$ cat config.mk
export PLATFORM = sky130hd
export DESIGN_NAME = pu_top
export DESIGN_NICKNAME = d
export VERILOG_FILES = /design/src/pu_pkg.sv /design/src/pu_top.sv /design/src/pe_array.sv /design/src/window_fifo.sv /design/src/vectorgen.sv /design/src/pu_controller.sv
export SDC_FILE = /design/constraint.sdc
export NUM_CORES = 1
export LEC_CHECK = 0
export ABC_CLOCK_PERIOD_IN_PS = 3440
export BUFFER_PORTS_ARGS = -buffer_cell sky130_fd_sc_hd__buf_4
export CORE_ASPECT_RATIO = 0.6
export CORE_UTILIZATION = 40
export DETAILED_ROUTE_END_ITERATION = 8
export PLACE_DENSITY = 0.8
export SETUP_SLACK_MARGIN = 0.15
export SYNTH_ARGS = -nofsm -noshare
export SYNTH_HDL_FRONTEND = slang
export SYNTH_SLANG_ARGS = --single-unit
$ cat constraint.sdc
create_clock -name clk -period 3.44 [get_ports clk]
set_input_delay 0.688 -clock clk [delete_from_list [all_inputs] [get_ports clk]]
set_output_delay 0.688 -clock clk [all_outputs]
set_load 0.02 [all_outputs]
$ cat src/pu_cfg.mem
// One layer per line: {kw[1:0], iw[9:0], pad[2:0], stride[2:0]} as 18-bit hex
203C9
30512
10303

$ cat src/weights.mem
// Line layer*4+pe holds four signed 8-bit weights, tap 0 in the low byte
030201FF
7F80057E
11F0E2D3
00000100
04FD0201
81C0407F
10203040
FFFFFFFF
000005FB
55AA0C88
7E7E0101
40C00302

$ cat src/pu_pkg.sv
package pu_pkg;

	localparam int NUM_PE = 4;
	localparam int NUM_LAYERS = 3;
	localparam int MAX_KW = 4;
	localparam int OP_WIDTH = 16;
	localparam int WEIGHT_WIDTH = 8;
	localparam int ACC_WIDTH = 32;
	localparam int FIFO_DEPTH = 8;
	localparam int ADDR_WIDTH = 10;

	localparam int FIFO_PTR_WIDTH = $clog2(FIFO_DEPTH);
	localparam int FIFO_CNT_WIDTH = FIFO_PTR_WIDTH + 1;
	localparam int POS_WIDTH = ADDR_WIDTH + 1; // Padded width reaches 1024 + 14

	typedef logic [OP_WIDTH-1:0] op_t;
	typedef logic [MAX_KW*WEIGHT_WIDTH-1:0] weight_vec_t; // Tap 0 in the low byte
	typedef logic signed [ACC_WIDTH-1:0] acc_t;
	typedef logic [ADDR_WIDTH-1:0] addr_t;

	typedef struct packed {
		logic [1:0] kw; // Kernel width minus one
		logic [9:0] iw; // Input width minus one
		logic [2:0] pad;
		logic [2:0] stride;
	} layer_cfg_t;

	typedef struct packed {
		op_t [MAX_KW-1:0] taps; // Index 0 holds the oldest sample
		logic last;
	} window_t;

	typedef struct packed {
		acc_t [NUM_PE-1:0] sums;
		logic last;
	} result_t;

	typedef enum logic [1:0] {
		st_idle,
		st_layer,
		st_wait,
		st_done
	} ctrl_state_t;

endpackage
$ cat src/pu_top.sv
`timescale 1ns/1ps

module pu_top import pu_pkg::*;
(
	input  logic    clk,
	input  logic    reset,
	input  logic    start,
	input  logic    rd_ready,
	input  op_t     rd_data,
	input  logic    rd_valid,
	output logic    read_req,
	output addr_t   read_addr,
	output logic    out_valid,
	output result_t out_data,
	output logic    done
);

	layer_cfg_t cfg;
	logic [1:0] layer_id;
	logic layer_start;
	logic layer_done;
	logic push;
	window_t push_data;
	logic pop;
	window_t pop_data;
	logic empty;
	logic almost_full;

	pu_controller u_controller (
		.clk         (clk),
		.reset       (reset),
		.start       (start),
		.layer_done  (layer_done),
		.cfg         (cfg),
		.layer_id    (layer_id),
		.layer_start (layer_start),
		.done        (done)
	);

	vectorgen vecgen (
		.clk         (clk),
		.reset       (reset),
		.layer_start (layer_start),
		.cfg         (cfg),
		.rd_ready    (rd_ready),
		.almost_full (almost_full),
		.rd_data     (rd_data),
		.rd_valid    (rd_valid),
		.read_req    (read_req),
		.read_addr   (read_addr),
		.push        (push),
		.push_data   (push_data)
	);

	window_fifo u_fifo (
		.clk         (clk),
		.reset       (reset),
		.push        (push),
		.push_data   (push_data),
		.pop         (pop),
		.pop_data    (pop_data),
		.empty       (empty),
		.almost_full (almost_full)
	);

	pe_array u_pe_array (
		.clk         (clk),
		.reset       (reset),
		.layer_id    (layer_id),
		.empty       (empty),
		.pop         (pop),
		.win         (pop_data),
		.out_valid   (out_valid),
		.out_data    (out_data),
		.layer_done  (layer_done)
	);

endmodule

$ cat src/pe_array.sv
`timescale 1ns/1ps

module pe_array import pu_pkg::*;
(
	input  logic       clk,
	input  logic       reset,
	input  logic [1:0] layer_id,
	input  logic       empty,
	output logic       pop,
	input  window_t    win,
	output logic       out_valid,
	output result_t    out_data,
	output logic       layer_done
);

	weight_vec_t weight_rom [NUM_LAYERS*NUM_PE];
	acc_t [NUM_PE-1:0] sums;

	initial
	begin
		$readmemh("/design/src/weights.mem", weight_rom);
	end

	assign pop = !empty;

	// One signed dot product per PE, all taps in a single stage
	always_comb
	begin
		acc_t acc;
		weight_vec_t wv;
		logic signed [OP_WIDTH-1:0] sample;
		logic signed [WEIGHT_WIDTH-1:0] weight;
		for (int j = 0; j < NUM_PE; j++)
		begin
			wv = weight_rom[int'(layer_id) * NUM_PE + j];
			acc = '0;
			for (int i = 0; i < MAX_KW; i++)
			begin
				sample = $signed(win.taps[i]);
				weight = $signed(wv[i*WEIGHT_WIDTH +: WEIGHT_WIDTH]);
				acc = acc + sample * weight; // Taps above kw are zero
			end
			sums[j] = acc;
		end
	end

	always_ff @(posedge clk)
	begin
		if (pop)
		begin
			out_data.sums <= sums;
			out_data.last <= win.last;
		end
	end

	always_ff @(posedge clk)
	begin
		if (reset)
		begin
			out_valid <= 1'b0;
			layer_done <= 1'b0;
		end
		else
		begin
			out_valid <= pop;
			layer_done <= out_valid && out_data.last;
		end
	end

endmodule

$ cat src/window_fifo.sv
`timescale 1ns/1ps

module window_fifo import pu_pkg::*;
(
	input  logic    clk,
	input  logic    reset,
	input  logic    push,
	input  window_t push_data,
	input  logic    pop,
	output window_t pop_data,
	output logic    empty,
	output logic    almost_full
);

	window_t mem [FIFO_DEPTH];
	logic [FIFO_PTR_WIDTH-1:0] wr_ptr;
	logic [FIFO_PTR_WIDTH-1:0] rd_ptr;
	logic [FIFO_CNT_WIDTH-1:0] count;
	logic do_push;
	logic do_pop;

	assign do_push = push && (count != FIFO_CNT_WIDTH'(FIFO_DEPTH));
	assign do_pop = pop && !empty;

	assign empty = (count == '0);
	assign almost_full = (count > FIFO_CNT_WIDTH'(FIFO_DEPTH - 2)); // Room for the read in flight
	assign pop_data = mem[rd_ptr];

	always_ff @(posedge clk)
	begin
		if (do_push)
			mem[wr_ptr] <= push_data;
	end

	always_ff @(posedge clk)
	begin
		if (reset)
		begin
			wr_ptr <= '0;
			rd_ptr <= '0;
			count <= '0;
		end
		else
		begin
			if (do_push)
				wr_ptr <= wr_ptr + 1'b1; // Depth is a power of two so pointers wrap
			if (do_pop)
				rd_ptr <= rd_ptr + 1'b1;
			count <= count + FIFO_CNT_WIDTH'(do_push) - FIFO_CNT_WIDTH'(do_pop);
		end
	end

endmodule

$ cat src/vectorgen.sv
`timescale 1ns/1ps

module vectorgen import pu_pkg::*;
(
	input  logic       clk,
	input  logic       reset,
	input  logic       layer_start,
	input  layer_cfg_t cfg,
	input  logic       rd_ready,
	input  logic       almost_full,
	input  op_t        rd_data,
	input  logic       rd_valid,
	output logic       read_req,
	output addr_t      read_addr,
	output logic       push,
	output window_t    push_data
);

	logic active;
	logic waiting; // A read is in flight
	logic tail; // Final window formed, remaining samples are only drained
	logic [1:0] skip; // Positions left until the next window end
	logic [POS_WIDTH-1:0] pos;
	logic [POS_WIDTH-1:0] last_real;
	logic [POS_WIDTH-1:0] last_pos;
	logic [POS_WIDTH-1:0] rem;
	logic is_zero;
	logic go;
	logic enter;
	logic win_end;
	logic last_win;
	logic final_pos;
	logic push_last;
	op_t sample;
	op_t [MAX_KW-1:0] taps;
	op_t [MAX_KW-1:0] shifted;
	op_t [MAX_KW-1:0] next_taps;

	assign last_real = POS_WIDTH'(cfg.pad) + POS_WIDTH'(cfg.iw);
	assign last_pos = last_real + POS_WIDTH'(cfg.pad);
	assign rem = last_pos - pos;
	assign is_zero = (pos < POS_WIDTH'(cfg.pad)) || (pos > last_real);

	assign go = active && !waiting && !almost_full;
	assign read_req = go && !is_zero && rd_ready;
	assign read_addr = addr_t'(pos - POS_WIDTH'(cfg.pad));

	// Padding enters at once, a real sample enters with its rd_valid
	assign enter = (go && is_zero) || (waiting && rd_valid);
	assign sample = waiting ? rd_data : '0;

	assign win_end = !tail && (skip == 2'd0);
	assign final_pos = (rem == '0);
	assign last_win = win_end && (rem < POS_WIDTH'(cfg.stride));

	assign shifted = taps >> OP_WIDTH;

	always_comb
	begin
		for (int i = 0; i < MAX_KW; i++)
		begin
			if (i < int'(cfg.kw))
				next_taps[i] = shifted[i];
			else if (i == int'(cfg.kw))
				next_taps[i] = sample; // Newest sample sits at tap kw
			else
				next_taps[i] = '0;
		end
	end

	always_ff @(posedge clk)
	begin
		if (reset)
		begin
			active <= 1'b0;
			waiting <= 1'b0;
			tail <= 1'b0;
			skip <= 2'd0;
			pos <= '0;
			push <= 1'b0;
		end
		else if (layer_start)
		begin
			active <= 1'b1;
			waiting <= 1'b0;
			tail <= 1'b0;
			skip <= cfg.kw; // First window ends at position kw
			pos <= '0;
			push <= 1'b0;
		end
		else
		begin
			push <= 1'b0;
			if (read_req)
				waiting <= 1'b1;
			else if (rd_valid)
				waiting <= 1'b0;
			if (enter)
			begin
				pos <= pos + 1'b1;
				// The final window waits until every sample has been read
				push <= (win_end && !last_win) || final_pos;
				if (!tail)
					skip <= win_end ? 2'(cfg.stride - 3'd1) : skip - 2'd1;
				if (last_win)
					tail <= 1'b1;
				if (final_pos)
					active <= 1'b0;
			end
		end
	end

	always_ff @(posedge clk)
	begin
		if (enter)
		begin
			if (!tail)
				taps <= next_taps;
			push_last <= final_pos;
		end
	end

	assign push_data.taps = taps;
	assign push_data.last = push_last;

endmodule

$ cat src/pu_controller.sv
`timescale 1ns/1ps

module pu_controller import pu_pkg::*;
(
	input  logic       clk,
	input  logic       reset,
	input  logic       start,
	input  logic       layer_done,
	output layer_cfg_t cfg,
	output logic [1:0] layer_id,
	output logic       layer_start,
	output logic       done
);

	layer_cfg_t cfg_rom [NUM_LAYERS];
	ctrl_state_t state;
	logic last_layer;

	initial
	begin
		$readmemh("/design/src/pu_cfg.mem", cfg_rom);
	end

	assign last_layer = (layer_id == 2'(NUM_LAYERS - 1));

	assign cfg = cfg_rom[layer_id]; // Stable while layer_id is held
	assign layer_start = (state == st_layer);
	assign done = (state == st_done);

	always_ff @(posedge clk)
	begin
		if (reset)
		begin
			state <= st_idle;
			layer_id <= 2'd0;
		end
		else
		begin
			case (state)
				st_idle:
				begin
					if (start)
					begin
						layer_id <= 2'd0;
						state <= st_layer;
					end
				end
				st_layer:
					state <= st_wait; // One layer_start per layer
				st_wait:
				begin
					if (layer_done)
					begin
						if (last_layer)
							state <= st_done;
						else
						begin
							layer_id <= layer_id + 2'd1;
							state <= st_layer;
						end
					end
				end
				default:
					state <= st_idle;
			endcase
		end
	end

endmodule

==> metrics.md, run 1 <==
| Metric | Value |
|---|---|
| Status | complete, but fails checks |
| Failing checks | design-rule violations |
| Hold WC Path Type | flip-flop to flip-flop |
| Synth Area per Inst | 8.02 um2 |
| Share of the synthesized area in the top cell type | 47.1% |
| Simple-Gate Fraction of Synth Area | 11.9% |
| RSZ-0062 raised after global routing | no |
| Clk buf depth | 2 |
| Remaining Overflow, GRT | 0 |
| Drt drc | 8 |
| Gr usage total | 10.1% |
| Port Buffers | 17 |
| Post-DRT Antenna Nets | 0 |
| Clock latency on the worst-skew pair | about 260 ps |
| GPL Wtd Cong | between 0.8 and 0.9 |
| Die ar. | around 5800 um2 |
| Minimum clock period after layout | roughly 2700 ps |
| Share of cells above drive strength 1 | 8.13% |
| CTS tree | done |
| Mapped Cells | approximately 280 |
| Worst-path clk slew | roughly 70 ps |
| Post-synth EDFFs | 0 |
| Layout area overhead | -14.5% |
| Total CTS buffers | 3 |
| Routed vias | around 1,300 |
| First-pass GRT wire length | approximately 4700 um |
| Finished Core Util | roughly 37% |
| Htree depth | 1 |
| Initial core utilization | between 40 and 50% |
| Final period util | 78.3% |
| Antenna violations before repair | 0 |
| CTS root buf | clkbuf_8 |
| Core area | 5180 um2 |
| # diodes | 0 |
| Clock Skew | roughly 6.5 ps |
| Critical path arrival | 2010 ps |
| Critical Path Sink Type | output pin |
| Synth Area in XOR/XNOR | 1.98% |
| Hold Vio Cnt, Final | 0 |
| Setup TNS | 0 ps |
| FFs w/ async S/R, synth | 0% |
| Crit Path Max Fanout | 5 |
| Setup violators final | 0 |
| Max VDD drop | 169 uV |
| Critical path required time | 2750 ps |
| Die height | a little under 60 um |
| Pin count of the biggest net entering global routing | 15 |
| Pwr/cell area | 451 nW/um2 |
| DR pass1 iterations | 6 |
| Vias in the first global route | between 1,000 and 1,500 |
| Synth cell types | 37 |
| Drt wl/cell | 8.74 um |
| Setup fix buffers added after clock tree synthesis | 0 |
| FMAX | 0.371 GHz |
| Synth Area in Adders | about 6.6% |
| Detailed Route Iter0 Violations | 56 |
| Pins over their slew limit | 0 |
| # IOs | roughly 160 |
| Post-CTS resize count | 0 |
| Worst slew pin tran | a little under 700 ps |
| DP HPWL | roughly 2500 um |
| Compound-Gate Fraction of Synth Area | 8.03% |
| Main combinational cell family by area after synthesis | buffers and inverters |
| Std cell rows | 20 |
| Vias per std cell | 3.66 |
| Post-synthesis mux area share | 0.452% |
| Yosys warns | 0 |
| Slew HR | 53.1% |
| Maximum Capacitance Violations | 0 |
| Die W | 98.0 um |
| Sequential cell area fraction in the yosys report | a little over a fifth |
| Most frequent cell after synthesis | buf_4 |
| Top area cells in the synthesized netlist | buf_4, dfxtp_1, ha_1 |
| Critical path class | flip-flop to output pin |
| Routed WL | 3050 um |
| FF+latch count, synth | 23 |
| CTS hold repair buffers | 0 |
| Hold WS | 464 ps |
| Top cells by count, synth | buf_4, dfxtp_1, inv_1 |
| Pleak | roughly 0.98 nW |
| Clk sink count | 23 |
| Setup crit start kind | flip-flop |
| Top FF cell, synth | dfxtp_1 |
| Synthesized area | 2210 um2 |
| Area leader, netlist | buf_4 |
| Nets@finish | 316 |
power by group:
| part | total [mW] | switching, mW | internal, mW |
|---|---|---|---|
| logic | 0.367 | 0.253 | 0.114 |
| clock network | 0.165 | 0.0828 | 0.0826 |
| registers | 0.322 | 0.0234 | 0.298 |
state kept, by name, summed over array words and instances (netlist names):
register / flops
vecgen.push: 1
u_fifo.count: 4
vecgen.active: 1
vecgen.waiting: 1
u_controller.state: 2
vecgen.pos: 11
u_pe_array.out_valid: 1
vecgen.skip: 2
cell type report:
cell class / instances / area [um2]
Fill cell: 559 / 3290
Multi-Input combinational cell: 225 / 1120
Sequential cell: 23 / 460
Timing Repair Buffer: 17 / 128
Tap cell: 66 / 82.6
Inverter: 14 / 52.6
Clock buffer: 4 / 45.0
metal layers:
metal / routed length [um] / track usage (%)
met1: 1320 / 13.1
met5: 0 / 0
met2: 1410 / 16.6
met4: 11 / 1.95
met3: 310 / 3.54
stage by stage:
step,cells,area (um2),setup slack (ps),power (mW)
3_5_place_dp,345,1850,1040,0.692
2_1_floorplan,404,2690,999,0.745
3_3_place_gp,345,1850,1070,0.674
5_1_grt,349,1890,638,0.935
4_1_cts,349,1890,716,0.858
6_report,349,1890,745,0.854
kinds of logic after synthesis:
group                    count (synthesis)
AND/OR/NAND/NOR                         51
adder cells (fa/ha/maj)                 11
multiplexers                             1
flip-flops                              23
XOR/XNOR                                 5
AO/OA/AOI/OAI                           28
buffers and inverters                  156
other                                    1
worst max-delay path: stages, from the launching register on:
cell and delay [ps]:
dfxtp_1 370, inv_1 70, ha_1 200, and3_1 180, a2111o_1 450, nor3b_1 280, buf_4 200
worst paths after layout:
kind,endpoint,slack (ps),cells after the start,startpoint
worst min register to register,vecgen.active,460,2,vecgen.active
worst max register to register,vecgen.pos[6],1020,7,u_fifo.count[3]
worst max-delay path,read_req,750,6,u_fifo.count[3]
worst min-delay path,vecgen.active,460,2,vecgen.active
cell usage in the layout, fill, tap and decap left out, types with 2 or more instances in the layout:
master,count
conb_1,129
dfxtp_1,23
buf_4,17
inv_1,14
nand2_1,13
nor2_1,13
a21oi_1,12
ha_1,10
xnor2_1,5
nor2b_1,4
o21ai_0,4
or3_1,4
nor4_1,3
nand3_1,3
clkbuf_8,3
and3_1,2
o21a_1,2
o31ai_1,2
or4_1,2
Power figures use the tool's default switching activity.
==> inputs of run 2 (changes only) <==
--- a/config.mk
+++ b/config.mk
@@ -5,7 +5,7 @@
 export SDC_FILE = /design/constraint.sdc
 export NUM_CORES = 1
 export LEC_CHECK = 0
-export ABC_CLOCK_PERIOD_IN_PS = 3440
+export ABC_CLOCK_PERIOD_IN_PS = 2600
 export BUFFER_PORTS_ARGS = -buffer_cell sky130_fd_sc_hd__buf_4
 export CORE_ASPECT_RATIO = 0.6
 export CORE_UTILIZATION = 40
==> constraint.sdc (replaced) <==
create_clock -name clk -period 2.6 [get_ports clk]
set_input_delay 0.52 -clock clk [delete_from_list [all_inputs] [get_ports clk]]
set_output_delay 0.52 -clock clk [all_outputs]
set_load 0.02 [all_outputs]
==> run 2 against run 1 <==
Compared with the run above:
- the run still ends with design-rule violations left
- critical path depth unchanged
- count of clock-buffer cells in the layout unchanged
- cell count up 0.86%
- sequential share of layout area down 0.52 points
- register-to-register slack worse by 690 ps
- worst setup slack worse by 520 ps
- clock power up 33%
- utilization up 0.89 points
- combinational power up 37%
- critical endpoint unchanged
- largest cell class unchanged
==> metrics.md, run 2 (synthesis gave the netlist of run 1 again) <==
| Metric | Value |
|---|---|
| Met2 WL | 1460 um (+4.0%) |
| Max incr delay on CP | 460 ps (about the same) |
| Hold Vio Cnt, Final | 0 (unchanged) |
| CTS root buf | clkbuf_8 |
| Critical path arrival | 1860 ps (-150 ps) |
| Std cell rows | 20 (unchanged) |
| Pins over their slew limit | 0 (unchanged) |
| Initial core utilization | 42.7% (unchanged) |
| Clock latency on the worst-skew pair | 270 ps (about the same) |
| FF/Latch Area | 462 um2 (+0.27%) |
| Gr usage total | 10.2% (+0.034 points) |
| Largest register FFs | 11 (unchanged) |
| Power share of the clock group | 19.1% (-0.3 points) |
| Most frequent cells in the layout | conb_1, dfxtp_1, buf_4 |
| Largest regs | vecgen.pos (11), u_fifo.count (4) |
| Pleak | 0.993 nW (+1.6%) |
| Critical path class | flip-flop to output pin |
| Die ar. | 5840 um2 (unchanged) |
| Uppermost routed layer | met4 |
| Detailed Route Iter0 Violations | 46 (-18%) |
| Max VDD drop | 249 uV (+47%) |
| Crit Path Max Fanout | 5 (unchanged) |
| Total CTS buffers | 3 (unchanged) |
| Clk sink count | 23 (unchanged) |
| Hold WC Path Type | input pin to flip-flop |
| Remaining Overflow, GRT | 0 (unchanged) |
| Failing checks | design-rule violations |
| Post-DRT Antenna Nets | 0 (unchanged) |
| GPL Wtd Cong | 0.819 (+1.3%) |
| Nets@finish | 319 (+0.95%) |
| Antenna violations before repair | 0 (unchanged) |
| First-pass GRT wire length | 4600 um (-2.2%) |
| Routed vias | 1,306 (+2.4%) |
| # IOs | 163 (unchanged) |
| Pwr/cell area | 596 nW/um2 (+32%) |
| Area of the multi-input gates | 1150 um2 (+2.0%) |
| Maximum Capacitance Violations | 0 (unchanged) |
| Drt wl/cell | 8.83 um (+1.1%) |
| Status | complete, but fails checks |
| Setup crit start kind | flip-flop |
| Finished Core Util | 37.4% (+0.89 points) |
| WL met3 | 279 um (-10%) |
| Core area | 5180 um2 (unchanged) |
| Die height | 59.6 um (unchanged) |
| Final period util | 91.5% |
| Die W | 98.0 um (unchanged) |
| Part of the power in registers | 37.4% (-0.3 points) |
| Clk buf depth | 2 (unchanged) |
| Most common cell after layout, fill and taps aside | conb_1 |
| RSZ-0062 raised after global routing | no |
| Setup violators final | 0 (unchanged) |
| Pin count of the biggest net entering global routing | 14 (-1) |
| Vias per std cell | 3.71 (+1.5%) |
| Met1 WL | 1350 um (+2.0%) |
| CTS hold repair buffers | 0 (unchanged) |
| FMAX | between 0.4 and 0.5 GHz |
| P_int | 0.667 mW (+35%) |
| NetSw | 0.488 mW (+36%) |
| Setup TNS | 0 ps (unchanged) |
| Routed WL | 3110 um (+2.0%) |
| DP HPWL | 2640 um (+3.4%) |
| Crit-path slowest cell | a2111o_1 |
| Combinational power share | 43.6% (+0.6 points) |
| CTS tree | done |
| DR pass1 iterations | 6 (unchanged) |
| Worst reg-to-reg setup slack | 330 ps (-690 ps) |
| Share of cells above drive strength 1 | 10.8% (+2.7 points) |
| Sw frac | 42.2% (+0.21 points) |
| Largest Register | vecgen.pos |
| Cell Chain, Critical Path | inv_2 -> ha_4 -> and3_4 -> a2111o_1 -> nor3b_2 -> buf_4 |
| Fillcell total | 560 (+0.18%) |
| Minimum clock period after layout | 2380 ps |
| Critical path required time | 2080 ps (-670 ps) |
| Vias in the first global route | 1,022 (-3.1%) |
| Drt drc | 8 (unchanged) |
| # diodes | 0 (unchanged) |
| Clock Skew | 5.37 ps (-1.15 ps) |
| Port Buffers | 17 (unchanged) |
| Worst-path clk slew | 70 ps (about the same) |
| Htree depth | 1 (unchanged) |
| Layout area overhead | -12.4% |
| Critical Path Sink Type | output pin |
## run 2: path summary, 6_finish.rpt
check                                      from               endpoint  cells after the start
worst min-delay path                      start  u_controller.state[0]                      3
worst max-delay path            u_fifo.count[3]               read_req                      6
worst min register to register    vecgen.active          vecgen.active                      2
worst max register to register  u_fifo.count[3]          vecgen.pos[6]                      7
## run 2: cell type report
type / count / area share, %
Clock buffer: 4 / 2.32
Inverter: 14 / 2.71
Multi-Input combinational cell: 225 / 59.2
Sequential cell: 23 / 23.8
Tap cell: 66 / 4.26
Timing Repair Buffer: 20 / 7.74
## run 2: power groups by stage
stage          logic (mW)  clock network (mW)  registers (mW)
2_1_floorplan       0.556                   0           0.431
3_3_place_gp        0.463                   0           0.430
3_5_place_dp        0.490                   0           0.432
4_1_cts             0.493               0.231           0.424
5_1_grt             0.569               0.247           0.436
6_report            0.503               0.220           0.432
## run 2: layer usage
layer,vias to the layer above,global-route usage (%)
met5,-,0
met4,0,3.46
met3,2,4.48
met2,68,15.8
met1,594,12.7
li1,642,-
## run 2: stage by stage
step                      hold slack [ps]  instances  power [mW]  instance area (um2)  setup WS [ps]
after floorplan                       433        404       0.986                 2690            327
after CTS                             466        351        1.15                 1910            231
after detailed placement              470        347       0.922                 1860            291
after global routing                  484        352        1.25                 1940            146
final                                 471        352        1.16                 1940            221
after global placement                461        347       0.893                 1860            343
## run 2: repair_timing
action / 4_1_cts / 5_1_grt
setup buffers: 0 / 1
pin swaps: 1 / 2
resized for setup: 1 / 5
setup endpoints to repair: 1 / 1
## run 2: critical path, delay by kind of cell, from the launching register on
kind / cells / cell delay, ps
AOI/OAI and AO/OA: 1 / 460
adders and majority gates: 1 / 150
buffers and inverters: 2 / 230
DFF: 1 / 350
and+or+nand+nor: 2 / 400
==> inputs of run 3 (changes only) <==
--- a/config.mk
+++ b/config.mk
@@ -5,12 +5,13 @@
 export SDC_FILE = /design/constraint.sdc
 export NUM_CORES = 1
 export LEC_CHECK = 0
-export ABC_CLOCK_PERIOD_IN_PS = 2600
+export ABC_CLOCK_PERIOD_IN_PS = 2000
 export BUFFER_PORTS_ARGS = -buffer_cell sky130_fd_sc_hd__buf_4
-export CORE_ASPECT_RATIO = 0.6
-export CORE_UTILIZATION = 40
+export CORE_ASPECT_RATIO = 1.4
+export CORE_UTILIZATION = 37
 export DETAILED_ROUTE_END_ITERATION = 8
-export PLACE_DENSITY = 0.8
+export GPL_TIMING_DRIVEN = 0
+export PLACE_DENSITY = 0.77
 export SETUP_SLACK_MARGIN = 0.15
 export SYNTH_ARGS = -nofsm -noshare
 export SYNTH_HDL_FRONTEND = slang
==> constraint.sdc (replaced) <==
create_clock -name clk -period 2 [get_ports clk]
set_input_delay 0.4 -clock clk [delete_from_list [all_inputs] [get_ports clk]]
set_output_delay 0.4 -clock clk [all_outputs]
set_load 0.02 [all_outputs]
==> run 3 against run 2 <==
Compared with the run above:
- the flow finishes with violations (negative setup slack)
- worst setup slack worse by 300 ps
- sequential power rose by 30%
- clock power up 30%
- cell count rose by 42%
- global-route usage up 1.1 points
- total power increased by 67%
- register-to-register slack worse by 400 ps
- critical endpoint unchanged
- largest cell class unchanged
- largest power group unchanged
==> metrics.md, run 3 (synthesis gave the netlist of run 1 again) <==
| Metric | Value |
|---|---|
| Largest register FFs | 11 (unchanged) |
| Clk buf depth | 2 (unchanged) |
| Die height | 93.5 um (+57%) |
| Die W | 67.4 um (-31%) |
| Pin count of the biggest net entering global routing | 14 (unchanged) |
| Critical path arrival | 1680 ps (-180 ps) |
| Drt wl/cell | 7.85 um (-11%) |
| CTS tree | done |
| Layout area overhead | 42.3% |
| Power share of the clock group | 14.9% (-4.2 points) |
| Cell Chain, Critical Path | inv_2 -> ha_4 -> and3_4 -> a2111o_1 -> nor3b_2 -> buf_4 |
| Htree depth | 1 (unchanged) |
| Nets@finish | 463 (+45%) |
| Core area | 5820 um2 (+12%) |
| Grt met1 use | 9.78% (-2.9 points) |
| Setup crit start kind | flip-flop |
| Clk sink count | 23 (unchanged) |
| Layer with the highest usage | met2 |
| Minimum clock period after layout | 2080 ps |
| Std cell rows | 33 (+65%) |
| Slew HR | 65.5% |
| DP HPWL | 3130 um (+19%) |
| Maximum Capacitance Violations | 0 (unchanged) |
| Post-DRT Antenna Nets | 0 (unchanged) |
| Combinational power share | 56.0% (+12 points) |
| Most common cell after layout, fill and taps aside | buf_4 |
| Max incr delay on CP | 340 ps (-120 ps) |
| Total CTS buffers | 3 (unchanged) |
| Setup ws final | -81.0 ps (-302 ps) |
| First-pass GRT wire length | 5620 um (+22%) |
| Critical path buffers and inverters | 2 (unchanged) |
| Routed WL | 3930 um (+26%) |
| Drt drc | 0 (-8) |
| Hold WC Path Type | input pin to flip-flop |
| Pleak | 1.81 nW (+82%) |
| Antenna violations before repair | 0 (unchanged) |
| Critical path class | flip-flop to output pin |
| Share of cells above drive strength 1 | 45.6% (+35 points) |
| Gr usage total | 11.2% (+1.1 points) |
| Failing checks | negative setup slack |
| Largest Register | vecgen.pos |
| Final period util | 104% |
| Max VDD drop | 367 uV (+47%) |
| P_int | 1.17 mW (+75%) |
| Part of the power in registers | 29.1% (-8.3 points) |
| Dpl ws | 0.441 ps (-290 ps) |
| Clock Skew | 5.73 ps (+0.355 ps) |
| Critical Path Sink Type | output pin |
| Crit Path Max Fanout | 2 (-3) |
| Port Buffers | 17 (unchanged) |
| Vias per std cell | 3.54 (-4.6%) |
| Pins over their slew limit | 0 (unchanged) |
| Remaining Overflow, GRT | 0 (unchanged) |
| Routed vias | 1,769 (+35%) |
| Vias in the first global route | 1,474 (+44%) |
| Setup violators final | 3 (+3) |
| Crit-path slowest cell | dfxtp_2 |
| Sw frac | 39.6% (-2.7 points) |
| Met3 global-route usage | 2.44% (-2.0 points) |
| Largest regs | vecgen.pos (11), u_fifo.count (4) |
| # IOs | 163 (unchanged) |
| Pwr/cell area | 612 nW/um2 (+2.8%) |
| CP top delay family | simple AND/OR/NAND/NOR gates |
| NetSw | 0.763 mW (+56%) |
| Die ar. | 6300 um2 (+7.8%) |
| FMAX | 0.481 GHz |
| Initial core utilization | 38.0% (-4.7 points) |
| RSZ-0062 raised after global routing | yes |
| Most frequent cells in the layout | buf_4, conb_1, dfxtp_1, nor2_1, nand2_1 |
| Clock latency on the worst-skew pair | 260 ps (about the same) |
| Status | complete, but fails checks |
| Detailed Route Iter0 Violations | 36 (-22%) |
| Worst slew pin tran | 518 ps |
| # diodes | 0 (unchanged) |
| Hold Vio Cnt, Final | 0 (unchanged) |
| Finished Core Util | 54.1% (+17 points) |
| Worst-path clk slew | 80 ps (about the same) |
| Met2 usage | 22.9% (+7.1 points) |
| DR pass1 iterations | 6 (unchanged) |
| CTS root buf | clkbuf_8 |
| Critical path required time | 1600 ps (-480 ps) |
| GPL Wtd Cong | 0.857 (+4.7%) |
[run 3: cell types whose count changed in the layout (fill, tap and decap cells not counted), sizes merged]
cell / previous run / this run
clkinv: 0 / 1
buf: 20 / 162
clkbuf: 4 / 5
[run 3: worst min-delay path: cells and delay by family]
family | cells | cell delay (ps)
simple gates | 2 | 110
buf+inv | 1 | 70
[run 3: timing repair]
item	CTS	global route
resized for setup	16	15
hold buffers	0	0
setup endpoints to repair	13	16
setup buffers	4	1
cloned	0	0
pin swaps	2	10
[run 3: per-layer routing]
layer | wire length (um) | vias to the layer above
met5 | 0 | -
met4 | 66 | 0
met3 | 425 | 9
met2 | 2130 | 104
met1 | 1300 | 726
li1 | - | 930
[run 3: worst paths after layout]
path	endpoint	startpoint	cells past startpoint	slack (ps)
max	read_req	u_fifo.count[3]	6	-80
min	u_controller.state[0]	start	3	340
max reg2reg	vecgen.pos[2]	u_fifo.count[3]	9	-70
min reg2reg	vecgen.active	vecgen.active	2	470
[run 3: layout make-up]
class                      count  area, um2
sequential                    23        463
tap                           70       87.6
timing repair buffer          22        169
fill                         566       2670
buffer                       142       1060
multi-input combinational    225       1270
inverter                      14       52.6
clock inverter                 1       5.00
clock buffer                   3       41.3
[run 3: power groups by stage]
stage	logic [mW]	registers (mW)	clock network, mW
final	1.08	0.562	0.287
after global routing	1.19	0.568	0.317
after CTS	0.903	0.561	0.297
after detailed placement	0.826	0.565	0
after global placement	0.798	0.562	0
after floorplan	0.726	0.564	0
[run 3: through the flow]
step | power, mW | setup TNS [ps] | hold WS [ps] | cell area (um2) | instances
after floorplan | 1.29 | 0 | 433 | 2710 | 404
after global placement | 1.36 | 0 | 459 | 2920 | 491
after detailed placement | 1.39 | 0 | 473 | 2920 | 491
after CTS | 1.76 | -111 | 345 | 3080 | 499
after global routing | 2.07 | -534 | 349 | 3150 | 500
final | 1.93 | -195 | 344 | 3150 | 500
